==> config.mk <==
export PLATFORM = sky130hd
export DESIGN_NAME = cpu_top
export DESIGN_NICKNAME = d
export VERILOG_FILES = /design/src/cpu_bus_pkg.sv /design/src/cpu_isa_pkg.sv /design/src/cpu_top.sv /design/src/writeback_stage.sv /design/src/alu.sv /design/src/register_file.sv /design/src/instr_decoder.sv /design/src/fetch_unit.sv
export SDC_FILE = /design/constraint.sdc
export NUM_CORES = 1
export LEC_CHECK = 0
export ABC_CLOCK_PERIOD_IN_PS = 5270
export BUFFER_PORTS_ARGS = -buffer_cell sky130_fd_sc_hd__buf_2
export CORE_MARGIN = 1
export CORE_UTILIZATION = 50
export CTS_CLUSTER_SIZE = 8
export DETAILED_ROUTE_END_ITERATION = 12
export GPL_TIMING_DRIVEN = 1
export HOLD_SLACK_MARGIN = 0.03
export PLACE_DENSITY = 0.75
export SLEW_MARGIN = 0
export SYNTH_ARGS = -nofsm -noshare
export SYNTH_HDL_FRONTEND = slang
export SYNTH_SLANG_ARGS = --single-unit
export TNS_END_PERCENT = 100
==> constraint.sdc <==
create_clock -name clk -period 5.27 [get_ports clk]
set_clock_uncertainty 0.05 [all_clocks]
set_input_delay 0.7905 -clock clk [delete_from_list [all_inputs] [get_ports clk]]
set_output_delay 0.7905 -clock clk [all_outputs]
set_load 0.005 [all_outputs]
==> src/cpu_bus_pkg.sv <==
`default_nettype none

// Wishbone classic instruction port, read only
package cpu_bus_pkg;

    localparam int adr_w = 10; // Word address, same as the PC
    localparam int dat_w = 16; // One instruction per word

    // Master to slave
    typedef struct packed {
        logic             cyc; // Bus cycle in progress
        logic             stb; // Transfer request
        logic [adr_w-1:0] adr;
    } wb_req_t;

    // Slave to master
    typedef struct packed {
        logic             ack; // Ends the transfer, dat valid
        logic [dat_w-1:0] dat;
    } wb_rsp_t;

endpackage

`default_nettype wire

==> src/cpu_isa_pkg.sv <==
`default_nettype none

// tiny10 instruction set: opcodes, word layouts and decoded control
package cpu_isa_pkg;

    localparam int instr_w    = 16; // Instruction word from the bus
    localparam int reg_addr_w = 3;  // Eight architectural registers
    localparam int num_regs   = 8;
    localparam int imm_w      = 6;  // Signed immediate of the I form

    // Codes not listed here decode as no-ops
    typedef enum logic [3:0] {
        op_add  = 4'd0,
        op_sub  = 4'd1,
        op_and  = 4'd2,
        op_or   = 4'd3,
        op_xor  = 4'd4,
        op_addi = 4'd5,
        op_halt = 4'd15
    } opcode_e;

    // Register form, rd = rs op rt
    typedef struct packed {
        logic [3:0]            opcode;
        logic [reg_addr_w-1:0] rd;
        logic [reg_addr_w-1:0] rs;
        logic [reg_addr_w-1:0] rt;
        logic [2:0]            unused; // Ignored by the decoder
    } instr_r_t;

    // Immediate form, rd = rs + imm
    typedef struct packed {
        logic [3:0]            opcode;
        logic [reg_addr_w-1:0] rd;
        logic [reg_addr_w-1:0] rs;
        logic [imm_w-1:0]      imm;
    } instr_i_t;

    // Same 16 bits, two views; opcode sits in the same place in both
    typedef union packed {
        instr_r_t r;
        instr_i_t i;
    } instr_u;

    typedef struct packed {
        opcode_e               alu_op;
        logic [reg_addr_w-1:0] rd;
        logic [reg_addr_w-1:0] rs;
        logic [reg_addr_w-1:0] rt;
        logic                  imm_valid; // Immediate replaces rt
        logic [imm_w-1:0]      imm;       // Raw, extended in the decoder
        logic                  reg_write;
    } ctrl_t;

endpackage

`default_nettype wire
==> src/cpu_top.sv <==
`timescale 1ns/1ps
`default_nettype none

// tiny10 core: fetch, decode, register file, ALU, write-back
module cpu_top #(
    parameter int data_w = 10
) (
    input  wire                            clk,
    input  wire                            arst_n,
    input  wire                            branch,       // External redirect
    input  wire [cpu_bus_pkg::adr_w-1:0]   branch_addr,
    input  wire cpu_bus_pkg::wb_rsp_t      wb_rsp,
    output cpu_bus_pkg::wb_req_t           wb_req,
    output logic [data_w-1:0]              alu_result,   // Last written value
    output logic                           result_valid,
    output logic                           alu_halt,
    output logic [cpu_bus_pkg::adr_w-1:0]  pc_out        // Next fetch address
);

    logic                                instr_valid;
    logic [cpu_isa_pkg::instr_w-1:0]     instr;
    logic                                busy;
    logic                                exec_valid;
    cpu_isa_pkg::ctrl_t                  ctrl;
    logic [data_w-1:0]                   imm_ext;
    logic [data_w-1:0]                   rdata1, rdata2;
    logic [data_w-1:0]                   alu_out;
    logic                                halt_flag;   // Combinational, from ALU
    logic                                we;
    logic [cpu_isa_pkg::reg_addr_w-1:0]  waddr;
    logic [data_w-1:0]                   wdata;

    // --------------------
    // Input side
    // --------------------
    fetch_unit fetch_unit_inst (
        .clk(clk), .arst_n(arst_n),
        .branch(branch), .branch_addr(branch_addr),
        .wb_rsp(wb_rsp), .busy(busy), .halt(alu_halt),
        .wb_req(wb_req), .instr_valid(instr_valid), .instr(instr),
        .pc_out(pc_out)
    );

    // --------------------
    // Processing
    // --------------------
    instr_decoder #(.data_w(data_w)) instr_decoder_inst (
        .clk(clk), .arst_n(arst_n),
        .instr_valid(instr_valid), .instr(instr),
        .wb_done(result_valid),          // Write-back strobe ends busy
        .busy(busy), .exec_valid(exec_valid), .ctrl(ctrl), .imm_ext(imm_ext)
    );

    register_file #(.data_w(data_w)) register_file_inst (
        .clk(clk), .arst_n(arst_n),
        .we(we), .waddr(waddr), .wdata(wdata),
        .raddr1(ctrl.rs), .raddr2(ctrl.rt),
        .rdata1(rdata1), .rdata2(rdata2)
    );

    alu #(.data_w(data_w)) alu_inst (
        .a(rdata1), .b(rdata2), .imm(imm_ext), .imm_valid(ctrl.imm_valid),
        .alu_op(ctrl.alu_op),
        .result(alu_out), .halt(halt_flag)
    );

    // Output side
    writeback_stage #(.data_w(data_w)) writeback_stage_inst (
        .clk(clk), .arst_n(arst_n),
        .exec_valid(exec_valid), .ctrl(ctrl),
        .alu_out(alu_out), .alu_halt_in(halt_flag),
        .we(we), .waddr(waddr), .wdata(wdata),
        .result_valid(result_valid), .alu_result(alu_result), .alu_halt(alu_halt)
    );

endmodule

`default_nettype wire

==> src/writeback_stage.sv <==
`timescale 1ns/1ps
`default_nettype none

// Result register, register-file write and sticky halt
module writeback_stage #(
    parameter int data_w = 10
) (
    input  wire                                 clk,
    input  wire                                 arst_n,
    input  wire                                 exec_valid,
    input  wire cpu_isa_pkg::ctrl_t             ctrl,
    input  wire [data_w-1:0]                    alu_out,
    input  wire                                 alu_halt_in,
    output logic                                we,           // One-cycle write
    output logic [cpu_isa_pkg::reg_addr_w-1:0]  waddr,
    output logic [data_w-1:0]                   wdata,
    output logic                                result_valid, // Also wb_done
    output logic [data_w-1:0]                   alu_result,
    output logic                                alu_halt      // Sticky until reset
);

    logic [data_w-1:0] res_q;
    logic              do_write;

    assign do_write   = exec_valid && ctrl.reg_write;
    assign wdata      = res_q;
    assign alu_result = res_q;

    // --------------------
    // Control and result
    // --------------------
    always_ff @(posedge clk or negedge arst_n) begin
        if (!arst_n) begin
            we           <= 1'b0;
            result_valid <= 1'b0;
            alu_halt     <= 1'b0;
            res_q        <= '0;
        end else begin
            we           <= do_write;
            result_valid <= do_write || (exec_valid && alu_halt_in); // Halt pulses too
            if (exec_valid && alu_halt_in) alu_halt <= 1'b1;
            if (do_write)                  res_q    <= alu_out; // Halt keeps last value
        end
    end

    always_ff @(posedge clk) begin
        if (exec_valid) waddr <= ctrl.rd;
    end

endmodule

`default_nettype wire

==> src/alu.sv <==
`timescale 1ns/1ps
`default_nettype none

// Combinational ALU with operand select and halt detect
module alu #(
    parameter int data_w = 10
) (
    input  wire [data_w-1:0]           a,         // rs value
    input  wire [data_w-1:0]           b,         // rt value
    input  wire [data_w-1:0]           imm,       // Sign-extended immediate
    input  wire                        imm_valid,
    input  wire cpu_isa_pkg::opcode_e  alu_op,
    output logic [data_w-1:0]          result,
    output logic                       halt
);

    logic [data_w-1:0] opb;

    assign opb = imm_valid ? imm : b; // Second operand

    // --------------------
    // Operation select
    // --------------------
    always_comb begin
        result = '0;
        halt   = 1'b0;
        case (alu_op)
            cpu_isa_pkg::op_add,
            cpu_isa_pkg::op_addi: result = a + opb; // Wraps at data_w
            cpu_isa_pkg::op_sub:  result = a - opb;
            cpu_isa_pkg::op_and:  result = a & opb;
            cpu_isa_pkg::op_or:   result = a | opb;
            cpu_isa_pkg::op_xor:  result = a ^ opb;
            cpu_isa_pkg::op_halt: halt   = 1'b1;
            default:              result = '0;   // No-op codes
        endcase
    end

endmodule

`default_nettype wire

==> src/register_file.sv <==
`timescale 1ns/1ps
`default_nettype none

// Eight-entry register file, 2 read ports, 1 write port
module register_file #(
    parameter int data_w = 10
) (
    input  wire                                 clk,
    input  wire                                 arst_n,
    input  wire                                 we,
    input  wire [cpu_isa_pkg::reg_addr_w-1:0]   waddr,
    input  wire [data_w-1:0]                    wdata,
    input  wire [cpu_isa_pkg::reg_addr_w-1:0]   raddr1,
    input  wire [cpu_isa_pkg::reg_addr_w-1:0]   raddr2,
    output logic [data_w-1:0]                   rdata1,
    output logic [data_w-1:0]                   rdata2
);

    logic [data_w-1:0] regs [cpu_isa_pkg::num_regs];

    // --------------------
    // Write port
    // --------------------
    always_ff @(posedge clk or negedge arst_n) begin
        if (!arst_n) begin
            for (int i = 0; i < cpu_isa_pkg::num_regs; i++) begin
                regs[i] <= '0; // All registers start at zero
            end
        end else if (we) begin
            regs[waddr] <= wdata;
        end
    end

    // Combinational reads, no bypass needed
    assign rdata1 = regs[raddr1]; // rs
    assign rdata2 = regs[raddr2]; // rt

endmodule

`default_nettype wire

==> src/instr_decoder.sv <==
`timescale 1ns/1ps
`default_nettype none

// Instruction register and field decode
module instr_decoder #(
    parameter int data_w = 10
) (
    input  wire                             clk,
    input  wire                             arst_n,
    input  wire                             instr_valid,
    input  wire [cpu_isa_pkg::instr_w-1:0]  instr,
    input  wire                             wb_done,    // Write-back strobe
    output logic                            busy,
    output logic                            exec_valid, // One-cycle pulse
    output cpu_isa_pkg::ctrl_t              ctrl,
    output logic [data_w-1:0]               imm_ext
);

    cpu_isa_pkg::instr_u ir;
    cpu_isa_pkg::ctrl_t  ctrl_d;
    logic                ir_valid;
    logic                busy_q;
    logic                nop_done; // No-op finished, no strobe from write-back

    // --------------------
    // Field decode
    // --------------------
    always_comb begin
        ctrl_d        = '0;
        ctrl_d.alu_op = cpu_isa_pkg::opcode_e'(ir.r.opcode);
        ctrl_d.rd     = ir.r.rd; // rd, rs share both views
        ctrl_d.rs     = ir.r.rs;
        case (ir.r.opcode)
            cpu_isa_pkg::op_add, cpu_isa_pkg::op_sub, cpu_isa_pkg::op_and,
            cpu_isa_pkg::op_or, cpu_isa_pkg::op_xor: begin
                ctrl_d.rt        = ir.r.rt; // R view
                ctrl_d.reg_write = 1'b1;
            end
            cpu_isa_pkg::op_addi: begin
                ctrl_d.imm_valid = 1'b1; // I view
                ctrl_d.imm       = ir.i.imm;
                ctrl_d.reg_write = 1'b1;
            end
            cpu_isa_pkg::op_halt: ctrl_d.reg_write = 1'b0;
            default:              ctrl_d.alu_op = cpu_isa_pkg::op_add; // No-op
        endcase
    end

    assign imm_ext = {{(data_w - cpu_isa_pkg::imm_w){ctrl.imm[cpu_isa_pkg::imm_w-1]}}, ctrl.imm};

    // Released in the cycle write-back finishes so the next fetch can start
    assign busy = busy_q && !(wb_done || nop_done);

    always_ff @(posedge clk or negedge arst_n) begin
        if (!arst_n) begin
            ir_valid   <= 1'b0;
            exec_valid <= 1'b0;
            busy_q     <= 1'b0;
            nop_done   <= 1'b0;
        end else begin
            ir_valid   <= instr_valid;
            exec_valid <= ir_valid;
            nop_done   <= exec_valid && !ctrl.reg_write &&
                          (ctrl.alu_op != cpu_isa_pkg::op_halt);
            if (instr_valid)              busy_q <= 1'b1;
            else if (wb_done || nop_done) busy_q <= 1'b0;
        end
    end

    always_ff @(posedge clk) begin
        if (instr_valid) ir   <= instr;  // Raw word into the union
        if (ir_valid)    ctrl <= ctrl_d; // Held through execute
    end

endmodule

`default_nettype wire

==> src/fetch_unit.sv <==
`timescale 1ns/1ps
`default_nettype none

// Program counter and Wishbone read master
module fetch_unit (
    input  wire                                clk,
    input  wire                                arst_n,
    input  wire                                branch,      // Redirect request
    input  wire [cpu_bus_pkg::adr_w-1:0]       branch_addr,
    input  wire cpu_bus_pkg::wb_rsp_t          wb_rsp,
    input  wire                                busy,        // Decoder back-pressure
    input  wire                                halt,        // Sticky, stops fetch
    output cpu_bus_pkg::wb_req_t               wb_req,
    output logic                               instr_valid, // One-cycle pulse
    output logic [cpu_isa_pkg::instr_w-1:0]    instr,
    output logic [cpu_bus_pkg::adr_w-1:0]      pc_out
);

    typedef enum logic {
        st_idle,
        st_cycle
    } state_e;

    state_e                        state;
    logic [cpu_bus_pkg::adr_w-1:0] pc;      // Next fetch address
    logic [cpu_bus_pkg::adr_w-1:0] adr_q;   // Held for the whole cycle
    logic                          discard; // Branch seen mid-cycle
    logic                          in_cycle;

    assign in_cycle = (state == st_cycle);
    assign wb_req   = '{cyc: in_cycle, stb: in_cycle, adr: adr_q};
    assign pc_out   = pc;

    // --------------------
    // Bus sequencer
    // --------------------
    always_ff @(posedge clk or negedge arst_n) begin
        if (!arst_n) begin
            state       <= st_idle;
            pc          <= '0;
            adr_q       <= '0;
            discard     <= 1'b0;
            instr_valid <= 1'b0;
        end else begin
            instr_valid <= 1'b0; // Default, pulse only
            case (state)
                st_idle: begin
                    if (branch) begin
                        pc <= branch_addr; // Start from the new PC next cycle
                    end else if (!busy && !instr_valid && !halt) begin
                        state   <= st_cycle;
                        adr_q   <= pc;
                        discard <= 1'b0;
                    end
                end
                st_cycle: begin
                    // Cycle runs on, only the word is dropped
                    if (branch) begin
                        pc      <= branch_addr;
                        discard <= 1'b1;
                    end
                    if (wb_rsp.ack) begin
                        state <= st_idle; // Drop cyc and stb at least one cycle
                        if (!branch && !discard) begin
                            instr_valid <= 1'b1;
                            pc          <= adr_q + 1'b1;
                        end
                    end
                end
                default: state <= st_idle;
            endcase
        end
    end

    // Instruction word capture, payload only
    always_ff @(posedge clk) begin
        if (in_cycle && wb_rsp.ack) begin
            instr <= wb_rsp.dat;
        end
    end

endmodule

`default_nettype wire

# Word-level counts from Yosys, hierarchy flattened
# Index checks and enable logic that the tools add are counted.
[totals] regBits=176 elab_cells=121
[classes] addsub=3 order_cmp=4 n_eq_ne=16 n_mux=31 bitwise_logic=8 n_reduce_logical=28
[op_table] op="two-way mux 10 bit" n=9
[op_table] op="bitwise mux 80 bit" n=1
[op_table] op="binary-select mux 10 bit (select 3 bit)" n=2
[op_table] op="one-hot mux 10 bit (5 select lines)" n=1
[op_table] op="demux 10 bit (select 3 bit)" n=1
[op_table] op="one-hot mux 10 bit (2 select lines)" n=1
[op_table] op="equality test 4 x 2 -> 1 bit (second input constant)" n=4
[op_table] op="equality test 4 x 3 -> 1 bit (second input constant)" n=4
[op_table] op="two-way mux 1 bit" n=13
[op_table] op="greater-or-equal comparator 4 bit (second input constant)" n=3
[op_table] op="NOT 3 -> 4 bit" n=3
[op_table] op="adder 10 x 1 -> 10 bit (second input constant)" n=1
[op_table] op="adder 10 bit" n=1
[op_table] op="AND 10 bit" n=1
[op_table] op="logical AND 1 bit" n=10
[op_table] op="OR 10 bit" n=1
[op_table] op="subtractor 10 bit" n=1
[op_table] op="bitwise XOR 10 bit" n=1
[op_table] op="equality test 4 x 1 -> 1 bit (second input constant)" n=2
[op_table] op="equality test 4 bit (second input constant)" n=2
[op_table] op="logical NOT 4 bit" n=2
[op_table] op="logical NOT 1 bit" n=7
[op_table] op="two-way mux 7 bit" n=1
[op_table] op="OR reduction 7 bit" n=1
[op_table] op="12 further kinds" n=17

# Depth between registers and ports, before layout
# Gate-level depths: netlist of run 1.
[depth] depth_word=9 mapped_depth=20 ltp_nobuf=18

# By module
# Synthesis of run 1 repeated with hierarchy kept, for this count alone.
[unflattened] cells_unflattened=632 hier_area_um2=9337.7
[by_module_without_submodules] mod="register_file" n_inst=1 cells_each=245 area_each_um2=4366.7 seq_area_each_um2=2001.9
[by_module_without_submodules] mod="fetch_unit" n_inst=1 cells_each=114 area_each_um2=1600.3 seq_area_each_um2=1056.0
[by_module_without_submodules] mod="instr_decoder" n_inst=1 cells_each=76 area_each_um2=1457.6 seq_area_each_um2=1211.2
[by_module_without_submodules] mod="alu" n_inst=1 cells_each=156 area_each_um2=1238.7 seq_area_each_um2=0.0
[by_module_without_submodules] mod="writeback_stage" n_inst=1 cells_each=41 area_each_um2=674.4 seq_area_each_um2=415.4

# Worst setup path before layout of run 1
# Ideal clock, no wire load.
[synth_path] kind="flip-flop to flip-flop" startpoint="register, netlist name instr_decoder_inst.ctrl[8]" endpoint="register writeback_stage_inst.res_q[9] (netlist: writeback_stage_inst.alu_result[9])" arrival_time_ns=3.910 required_ns=5.154 path_slack_ns=1.244 path_stages_with_launch=20 n_path_buf=2 synth_period_minus_slack_ns=4.026 cell_sequence="edfxtp_1 > buf_6 > buf_6 > mux2i_1 > mux4_2 > o21ai_1 > inv_1 > ha_1 > and3_1 > nor2_1 > xnor2_1 > ha_1 > and3_1 > a21oi_1 > nand3_1 > a41o_1 > or4_1 > o2111ai_1 > o21ai_1 > nand2_1"
[synth_via] elab_chain_len=7 word_cells_on_any_way=11
[synth_lines] element="NOT 3 -> 4 bit (not written as such) *" line="register_file.sv:36" rtl="assign rdata2 = regs[raddr2];"
[synth_lines] element="binary-select mux 10 bit (select 3 bit) *" line="register_file.sv:36"
[synth_lines] element="two-way mux 10 bit (not written as such) * (2 in series)" line="register_file.sv:36"
[synth_lines] element="two-way mux 10 bit *" line="alu.sv:19" rtl="assign opb = imm_valid ? imm : b;"
[synth_lines] element="subtractor 10 bit, or another cell as far along" line="alu.sv:30" rtl="cpu_isa_pkg::op_sub: result = a - opb;"
[synth_lines] element="one-hot mux 10 bit (5 select lines) *" line="alu.sv:27" rtl="case (alu_op)"
[synth_lines] element="end signal: assignment" line="writeback_stage.sv:42" rtl="if (do_write) res_q <= alu_out;"
[synth_lines] element="end: declaration" line="writeback_stage.sv:22" rtl="logic [data_w-1:0] res_q;"
# Every way passes the cells marked *; elsewhere a longest branch is shown, timed or not. The select of a mux whose other input is x is not followed.
# A chain may end at the register's enable or synchronous reset.

# Final worst setup path of run 1
[layout_path] startpoint="register, netlist name instr_decoder_inst.ctrl[9]" endpoint="register writeback_stage_inst.res_q[9] (netlist: writeback_stage_inst.alu_result[9])"
[layout_via] elab_chain_len=7 word_cells_on_any_way=11
[layout_lines] element="NOT 3 -> 4 bit (not written as such) *" line="register_file.sv:36"
[layout_lines] element="binary-select mux 10 bit (select 3 bit) *" line="register_file.sv:36"
[layout_lines] element="two-way mux 10 bit (not written as such) * (2 in series)" line="register_file.sv:36"
[layout_lines] element="two-way mux 10 bit *" line="alu.sv:19"
[layout_lines] element="subtractor 10 bit, or another cell as far along" line="alu.sv:30"
[layout_lines] element="one-hot mux 10 bit (5 select lines) *" line="alu.sv:27"
# Marked as above.

==> impl_metrics.tcl, run 1 <==
set metrics [dict create \
    synth_flop_cell "dfrtp_1" \
    route.detailed.drc 0 \
    cap_violations 0 \
    yosys.area.top_type "dfrtp_1" \
    cts-root-buf "clkbuf_16" \
    postCtsSetupBuffers 0 \
    gr-total-overflow 0 \
    max_freq_mhz 220 \
    ys_seq_elements 176 \
    synth_area_sq_um 8940 \
    layout_commonest_cell "dfrtp_1" \
    antenna_cells 0 \
    cts_resized 0 \
    postRouteAntennaNets 0 \
    finalSetupViolCount 0 \
    core_sq_um 17400 \
    path_max_fanout 12 \
    rsz0062_at_grt "no" \
    dieWidth_um 136 \
    tightestPinTransition_ns 1.25 \
    track_usage_pct 22.4 \
    synth-edff-count 56 \
    h-tree-depth 4 \
    drt-wirelength-per-cell_um 19.6 \
    drt_iter0_markers 312 \
    cts_made_buffers 17 \
    yosys-top-cells-area "dfrtp_1 34%, edfxtp_1 19%, mux2_2 11%" \
    setup_tns_ns 0 \
    gp_congestion 0.925 \
    grt_pass1_wl_um 31000 \
    syn_inst 665 \
    slew_headroom_pct 16.2 \
    final_layout_size_suffix_gt1_share_pct 32.9 \
    path_cells "mux4_2, o21ai_1, inv_1, ha_1, nor2_1, a21oi_1, inv_1, ha_1, nor2b_1, o2111ai_1, nand3_1, a41o_1, or4_1, o2111ai_1, o21ai_1, nand2_1" \
    status "finished clean" \
    start_util_pct 51.5 \
    cp_slowest_cell "edfxtp_1" \
    drv_slew 0 \
    final_nets 792 \
    avgSynthCellArea_sq_um 13.4 \
    path_clk_slew_ns 0.07 \
    period_needed_ns 4.54 \
    leakage_nw 4.65 \
    clock_latency_ns 0.43 \
    period_share_pct 86.1 \
    antenna_found_initial 0 \
    dpl.hpwl_um 13300 \
    finalWirelength_um 19000 \
    peakVddDrop_uv 291 \
    synth_top_area_share_pct 33.6 \
    slowest_delay_ns 0.72 \
    vias_per_cell 5.98 \
    io_buffers 63 \
    start_kind "flip-flop" \
    grt_max_degree 77 \
    path_delay_family "compound AO/OA/AOI/OAI gates" \
    grt_pass1_vias 5982 \
    endpoint_kind "flip-flop" \
    synth_fp_nets 728 \
    layout_common_cells "120 x dfrtp_1, 91 x mux2_2, 62 x buf_2" \
    ys_warn_count 0 \
    worst_ep_arrival_time_ns 4.85 \
    fp.dieArea_sq_um 18400 \
    area_growth_pct 12.8 \
    cp_data_required_time_ns 5.59 \
    cts_tree "done" \
    power.density_nw_per_um2 336 \
    path_buf_inv 2 \
    detail_route.first_pass.iterations 5 \
    cts.sinks 176 \
    io_pins 64 \
    hold_viol 0 \
    placementRows 48 \
    cts_buffer_depth 2 \
    dr_total_vias 5787 \
    synth_seq_area_share_pct 52.4 \
    die_y_um 136 \
    hp-class "reg -> reg" \
    synthArstFlopShare_pct 68.2 \
    path_class "reg -> reg" \
    hold_buffers 0 \
    ys_types 52 \
    finish.utilization_pct 58.1 \
    total_power_w 0.00339 \
]
-- worst paths after layout --
check                                                               from                                        endpoint  slack [ns]  depth (start not counted)
min in group asynchronous                                         arst_n  writeback_stage_inst.alu_result[7]$_DFFE_PN0P_        0.44                          1
max in group asynchronous                                         arst_n     writeback_stage_inst.result_valid$_DFF_PN0_        3.56                          2
worst min register to register        fetch_unit_inst.instr[5]$_DFFE_PP_              instr_decoder_inst.ir[5]$_DFFE_PP_        0.37                          0
worst max register to register  instr_decoder_inst.ctrl[9]$_SDFFCE_PN0P_  writeback_stage_inst.alu_result[9]$_DFFE_PN0P_        0.73                         16
worst min-delay path                  fetch_unit_inst.instr[5]$_DFFE_PP_              instr_decoder_inst.ir[5]$_DFFE_PP_        0.37                          0
worst max-delay path            instr_decoder_inst.ctrl[9]$_SDFFCE_PN0P_  writeback_stage_inst.alu_result[9]$_DFFE_PN0P_        0.73                         16
-- report_power, final --
group	switching (W)	leakage [nW]	internal [W]	total (W)
sequential	0.000142	2.15	0.00155	0.00169
combinational	0.000229	2.21	0.000227	0.000456
clock	0.000597	0.295	0.000645	0.00124
total	0.000968	4.65	0.00242	0.00339
-- synthesized netlist by cell type, types with 7 or more instances --
| cell type | number |
|---|---|
| dfrtp_1 | 120 |
| mux2_2 | 91 |
| edfxtp_1 | 56 |
| nor2_1 | 40 |
| mux4_2 | 36 |
| ha_1 | 32 |
| nand2_1 | 32 |
| mux2i_1 | 28 |
| inv_1 | 25 |
| o21ai_0 | 23 |
| a21oi_1 | 18 |
| clkbuf_1 | 16 |
| xnor2_1 | 16 |
| nand3_1 | 13 |
| and2_1 | 11 |
| and3_1 | 8 |
| xor2_1 | 8 |
| a21o_1 | 7 |
| a221oi_1 | 7 |
| a22o_1 | 7 |
| nor3_1 | 7 |
-- area by class of cell --
class	instances	area [sq um]
multi-input cells	432	4020
well taps	225	282
repair buffers	75	408
clock inverters	15	168
fillers	1340	7270
flip-flops and latches	176	4680
inverters	27	101
clock buffers	17	425
-- routing by layer --
layer	wire length, um	up-vias	GRT usage, %
li1	-	2610	-
met1	8000	2941	28.8
met2	9470	200	36.9
met3	1080	36	5.42
met4	439	0	7.62
met5	0	-	0
-- sequential cells by signal (all words and copies together) (netlist names) --
name and flops:
instr_decoder_inst.ir 16, fetch_unit_inst.adr_q 10, fetch_unit_inst.in_cycle 1, instr_decoder_inst.busy_q 1, writeback_stage_inst.alu_result 10, fetch_unit_inst.pc_out 10, instr_decoder_inst.exec_valid 1, writeback_stage_inst.alu_halt 1
fetch_unit_inst.instr 16, writeback_stage_inst.result_valid 1, fetch_unit_inst.instr_valid 1, fetch_unit_inst.discard 1, register_file_inst.regs 80, instr_decoder_inst.nop_done 1, writeback_stage_inst.waddr 3, instr_decoder_inst.ctrl 21
writeback_stage_inst.we 1, instr_decoder_inst.ir_valid 1
-- per-stage QoR --
step	hold slack (ns)	setup WS, ns	cell area [sq um]	instances
2_1_floorplan	0.350	1.24	8940	665
3_3_place_gp	0.352	0.930	9490	935
3_5_place_dp	0.355	0.768	9490	935
4_1_cts	0.373	0.750	10100	967
5_1_grt	0.377	0.483	10100	967
6_report	0.372	0.732	10100	967
-- cell families (layout without fill, tap and decap cells) --
group                    after synthesis  in the layout  synth area share, %
flip-flops                           176            176                 52.4
buffers and inverters                 57            134                 2.86
multiplexers                         156            156                 23.8
adder cells (fa/ha/maj)               33             33                 4.70
XOR/XNOR                              24             24                 2.35
AND/OR/NAND/NOR                      136            136                 7.57
AO/OA/AOI/OAI                         83             83                 6.33
Note: power is estimated with default switching activity, not from simulation.
==> inputs of run 2 (changes only) <==
- BUFFER_PORTS_ARGS: -buffer_cell sky130_fd_sc_hd__buf_2 -> -buffer_cell sky130_fd_sc_hd__buf_4
==> impl_metrics.tcl, run 2 (synthesis results as in run 1) <==
set metrics [dict create \
    hp-class "reg -> reg" \
    start_util_pct 51.5 \
    start_kind "flip-flop" \
    vias_per_cell 5.92 \
    top_regs "register_file_inst.regs (80), instr_decoder_inst.ctrl (21)" \
    cts_resized 0 \
    grt_max_degree 77 \
    clock_latency_ns 0.43 \
    path_class "reg -> reg" \
    hold_buffers 0 \
    drv_slew 0 \
    io_pins 64 \
    drt_iter0_markers 355 \
    whs_ns 0.371 \
    drt-wirelength-per-cell_um 20.4 \
    route.detailed.drc 0 \
    power.density_nw_per_um2 342 \
    final_layout_size_suffix_gt1_share_pct 32.8 \
    cts_buffer_depth 2 \
    track_usage_pct 23.2 \
    cp_data_required_time_ns 5.58 \
    area_growth_pct 15.1 \
    path_clk_slew_ns 0.07 \
    nFillCells 1308 \
    gp_congestion 0.921 \
    peakVddDrop_uv 265 \
    crit_start "instr_decoder_inst.ctrl[8]$_SDFFCE_PN0P_" \
    finalSetupViolCount 0 \
    endpoint_kind "flip-flop" \
    final_nets 793 \
    antenna_found_initial 0 \
    layout_common_cells "120 x dfrtp_1, 91 x mux2_2, 76 x buf_4" \
    worst_ep_arrival_time_ns 4.92 \
    leakage_nw 4.71 \
    core_sq_um 17400 \
    cts_tree "done" \
    detail_route.first_pass.iterations 5 \
    cts_made_buffers 17 \
    status "finished clean" \
    cts.sinks 176 \
    dr_total_vias 5735 \
    antenna_cells 0 \
    multi_input_area_sq_um 4010 \
    layout_commonest_cell "dfrtp_1" \
    r2r_start "instr_decoder_inst.ctrl[8]$_SDFFCE_PN0P_" \
    placementRows 48 \
    io_buffers 63 \
    setup_tns_ns 0 \
    cts-root-buf "clkbuf_16" \
    path_max_fanout 12 \
    h-tree-depth 4 \
    fp.dieArea_sq_um 18400 \
    dpl.hpwl_um 13500 \
    largest_reg_flops 80 \
    dieWidth_um 136 \
    largest_register "register_file_inst.regs" \
    slew_headroom_pct 29.7 \
    rsz0062_at_grt "no" \
    postCtsSetupBuffers 0 \
    die_y_um 136 \
    cap_violations 0 \
    hold_start "fetch_unit_inst.instr[6]$_DFFE_PP_" \
    grt_pass1_vias 5918 \
    period_needed_ns 4.60 \
    postRouteAntennaNets 0 \
    max_freq_mhz 217 \
    period_share_pct 87.4 \
    holdPathStages 0 \
    finalWirelength_um 19700 \
    grt_pass1_wl_um 32000 \
    gr-total-overflow 0 \
    tightestPinTransition_ns 1.05 \
    rr_worst_depth 17 \
    final-seq-area_sq_um 4680 \
    hold_viol 0 \
]
-- run 2: cell types whose count changed in the layout (fill, tap and decap cells not counted), sizes merged --
cell / previous run / this run
clkinv: 3 / 5
bufinv: 0 / 1
buf: 75 / 76
inv: 39 / 36
-- run 2: cell type report --
cell class,count,share of cell area [%]
clock inverters,15,2.11
well taps,225,2.73
repair buffers,76,5.54
clock buffers,17,4.13
flip-flops and latches,176,45.5
multi-input cells,432,39.0
inverters,27,0.985
-- run 2: power by group --
part | internal (W) | switching (W) | total [W]
registers | 0.00155 | 0.000154 | 0.00170
logic | 0.000268 | 0.000226 | 0.000493
clock network | 0.000702 | 0.000621 | 0.00132
-- run 2: metrics by stage --
stage          total power [W]  area, sq um  utilization (%)  instances  worst slack [ns]
2_1_floorplan          0.00198         8940                -        665              1.24
3_3_place_gp           0.00219         9650             55.6        936             0.870
6_report               0.00352        10300             59.3        968             0.667
5_1_grt                0.00367        10300             59.3        968             0.353
3_5_place_dp           0.00222         9650             55.6        936             0.702
4_1_cts                0.00354        10300             59.3        968             0.693
-- run 2: final timing paths --
check	end	slack [ns]
hold reg to reg	instr_decoder_inst.ir[6]$_DFFE_PP_	0.37
setup / recovery	writeback_stage_inst.alu_result[9]$_DFFE_PN0P_	0.67
max in group asynchronous	register_file_inst.regs[11]$_DFFE_PN0P_	3.50
setup reg to reg	writeback_stage_inst.alu_result[9]$_DFFE_PN0P_	0.67
hold / removal	instr_decoder_inst.ir[6]$_DFFE_PP_	0.37
min in group asynchronous	writeback_stage_inst.alu_result[3]$_DFFE_PN0P_	0.45
-- run 2: critical path, stage by stage (launching register included) --
cell,delay [ns]
edfxtp_1,0.66
buf_4,0.34
mux4_2,0.53
mux2i_1,0.22
nor2_1,0.10
a21oi_4,0.22
and3_1,0.22
nor2_1,0.06
xnor2_1,0.12
ha_1,0.34
and3_1,0.18
a21oi_1,0.16
nand3_1,0.16
a41o_1,0.31
or4_1,0.53
o2111ai_1,0.12
o21ai_1,0.11
nand2_1,0.10
-- run 2: routing by layer --
layer  GRT usage [%]  vias to the layer above  share of wire [%]
met5               0                        -                  0
met2            38.6                      187                 50
li1                -                     2611                  -
met3            5.91                       26                5.6
met4            7.68                        0                2.2
met1            29.6                     2911                 42
==> inputs of run 3 (changes only) <==
- ABC_AREA: not set -> 1
==> impl_metrics.tcl, run 3 <==
set metrics [dict create \
    status "finished clean" \
    fp.dieArea_sq_um 19000 \
    io_pins 64 \
    slew_headroom_pct 32.4 \
    antenna_found_initial 0 \
    postCtsSetupBuffers 0 \
    yosys-top-cells-area "dfrtp_1 33%, edfxtp_1 18%, nand2_1 11%" \
    h-tree-depth 4 \
    layout_common_cells "268 x nand2_1, 178 x o21ai_0, 130 x inv_1" \
    avgSynthCellArea_sq_um 8.18 \
    setup_tns_ns 0 \
    drt_iter0_markers 652 \
    peakVddDrop_uv 294 \
    cp_data_required_time_ns 5.51 \
    die_y_um 138 \
    gr-total-overflow 0 \
    hold_buffers 0 \
    rsz0062_at_grt "no" \
    largest_reg_flops 80 \
    core_sq_um 18000 \
    layout_commonest_cell "nand2_1" \
    clock_power_share_pct 33.1 \
    finalWirelength_um 23400 \
    dpl.hpwl_um 16000 \
    cts_buffer_depth 2 \
    max_freq_mhz 240 \
    r2r_start "instr_decoder_inst.ctrl[10]$_SDFFCE_PN0P_" \
    hp-class "reg -> reg" \
    cts_resized 0 \
    leakage_nw 4.72 \
    synth_fp_nets 1189 \
    ys_types 38 \
    final_nets 1230 \
    period_needed_ns 4.17 \
    final_layout_size_suffix_gt1_share_pct 10.3 \
    top_regs "register_file_inst.regs (80), instr_decoder_inst.ctrl (21)" \
    drv_slew 0 \
    synth-edff-count 56 \
    io_buffers 63 \
    hold_start "fetch_unit_inst.instr[0]$_DFFE_PP_" \
    postRouteAntennaNets 0 \
    rr_worst_depth 24 \
    grt_max_degree 77 \
    cts.sinks 176 \
    synthArstFlopShare_pct 68.2 \
    largest_register "register_file_inst.regs" \
    p_seq_share_pct 46.4 \
    syn_inst 1126 \
    path_max_fanout 12 \
    synth_top_area_share_pct 32.6 \
    grt_pass1_vias 6908 \
    path_clk_slew_ns 0.07 \
    yosysMostFrequentCell "nand2_1" \
    synth_area_sq_um 9210 \
    p_sw_share_pct 32.7 \
    cts-root-buf "clkbuf_16" \
    worst_ep_arrival_time_ns 4.41 \
    ys_warn_count 0 \
    grt_pass1_wl_um 36400 \
    reg2reg_to "writeback_stage_inst.alu_result[8]$_DFFE_PN0P_" \
    period_share_pct 79.1 \
    track_usage_pct 25.7 \
    ys_seq_elements 176 \
    holdPathEnd "instr_decoder_inst.ir[0]$_DFFE_PP_" \
    power.internal_w 0.00252 \
    r2r_slack_ns 1.10 \
    finalSetupViolCount 0 \
    dieWidth_um 138 \
    area_growth_pct 12.6 \
    total_power_w 0.00375 \
    cts_tree "done" \
    synth_seq_area_share_pct 50.9 \
    cts_made_buffers 17 \
    vias_per_cell 5.55 \
    dr_total_vias 7819 \
    route.detailed.drc 0 \
    holdPathStages 0 \
    pwr-share-comb_pct 20.4 \
    synth_flop_cell "dfrtp_1" \
    drt-wirelength-per-cell_um 16.6 \
    whs_ns 0.370 \
    endpoint_kind "flip-flop" \
    gp_congestion 0.915 \
    cap_violations 0 \
    antenna_cells 0 \
    start_util_pct 51.1 \
    path_class "reg -> reg" \
    synthTopCellsByCount "268 x nand2_1, 178 x o21ai_0, 130 x inv_1" \
    yosys.area.top_type "dfrtp_1" \
    clock_latency_ns 0.44 \
    p_sw_w 0.00123 \
    start_kind "flip-flop" \
    tightestPinTransition_ns 1.01 \
    hold_viol 0 \
    power.density_nw_per_um2 361 \
    detail_route.first_pass.iterations 6 \
    placementRows 49 \
]
[run 3: cell types whose count changed in the layout (fill, tap and decap cells not counted), moves of 36 or more]
cell / change
inv_1: +105
mux4_2: -36
o21ai_0: +155
nand3_1: +48
mux2_2: -91
nand2_1: +236
nor2_1: +56
[run 3: through the flow]
step                      util, %  std cells  area, sq um  setup slack [ns]
after detailed placement     54.3       1377         9790              1.22
final                        57.6       1409        10400              1.10
after floorplan                 -       1126         9210              1.89
after global placement       54.3       1377         9790              1.33
after CTS                    57.6       1409        10400              1.20
after global routing         57.6       1409        10400             0.772
[run 3: worst max-delay path by stage]
stage                                                    from                                        endpoint  slack (ns)  depth (start not counted)
finish              instr_decoder_inst.ctrl[10]$_SDFFCE_PN0P_  writeback_stage_inst.alu_result[8]$_DFFE_PN0P_        1.10                         24
floorplan            instr_decoder_inst.ctrl[9]$_SDFFCE_PN0P_  writeback_stage_inst.alu_result[8]$_DFFE_PN0P_        1.89                         27
global placement    instr_decoder_inst.ctrl[10]$_SDFFCE_PN0P_  writeback_stage_inst.alu_result[8]$_DFFE_PN0P_        1.33                         24
CTS                 instr_decoder_inst.ctrl[10]$_SDFFCE_PN0P_  writeback_stage_inst.alu_result[8]$_DFFE_PN0P_        1.20                         24
global route        instr_decoder_inst.ctrl[10]$_SDFFCE_PN0P_  writeback_stage_inst.alu_result[8]$_DFFE_PN0P_        0.77                         24
detailed placement  instr_decoder_inst.ctrl[10]$_SDFFCE_PN0P_  writeback_stage_inst.alu_result[8]$_DFFE_PN0P_        1.22                         24
[run 3: per-layer routing]
layer / GRT usage, % / wire length (um) / vias to the layer above
met3: 4.64 / 1720 / 59
li1: - / - / 3750
met5: 0 / 0 / -
met1: 34.1 / 9940 / 3648
met4: 13.2 / 948 / 0
met2: 40.2 / 10800 / 362
[run 3: power groups by stage]
stage	Sequential [W]	Clock (W)	Combinational [W]
after detailed placement	0.00176	0	0.000759
after global placement	0.00176	0	0.000743
after floorplan	0.00172	0	0.000457
after CTS	0.00174	0.00126	0.000765
final	0.00174	0.00124	0.000766
after global routing	0.00176	0.00131	0.000867
[run 3: cell families after synthesis]
family | count (synthesis) | synth area share, %
buffers and inverters | 192 | 8.50
DFF | 176 | 50.9
adders and majority gates | 33 | 4.56
xor gates and xnor gates | 14 | 1.33
and+or+nand+nor | 458 | 20.3
AOI/OAI and AO/OA | 253 | 14.5
[run 3: critical path, stage by stage, from the launching register on]
cell      delay (ns)
edfxtp_1        0.71
clkinv_1        0.46
nand3_1         0.19
nand3_1         0.08
nand2_1         0.14
inv_1           0.08
ha_1            0.28
or2_2           0.28
o21ai_0         0.11
inv_1           0.09
fa_1            0.39
inv_1           0.09
nand3_1         0.07
nand2_1         0.10
nand2_1         0.07
nand2_1         0.06
a21oi_1         0.08
nor2_1          0.11
nor2_1          0.05
o21bai_1        0.17
nand2_1         0.07
nand2_1         0.05
o21ai_0         0.07
nand2_1         0.06
o21ai_0         0.09
[run 3: cell type report]
cell class | instances | area, sq um
inverter | 142 | 533
tap | 229 | 287
fill | 1616 | 7650
sequential | 176 | 4680
clock buffer | 17 | 425
timing repair buffer | 72 | 541
multi-input combinational | 758 | 3750
clock inverter | 15 | 158
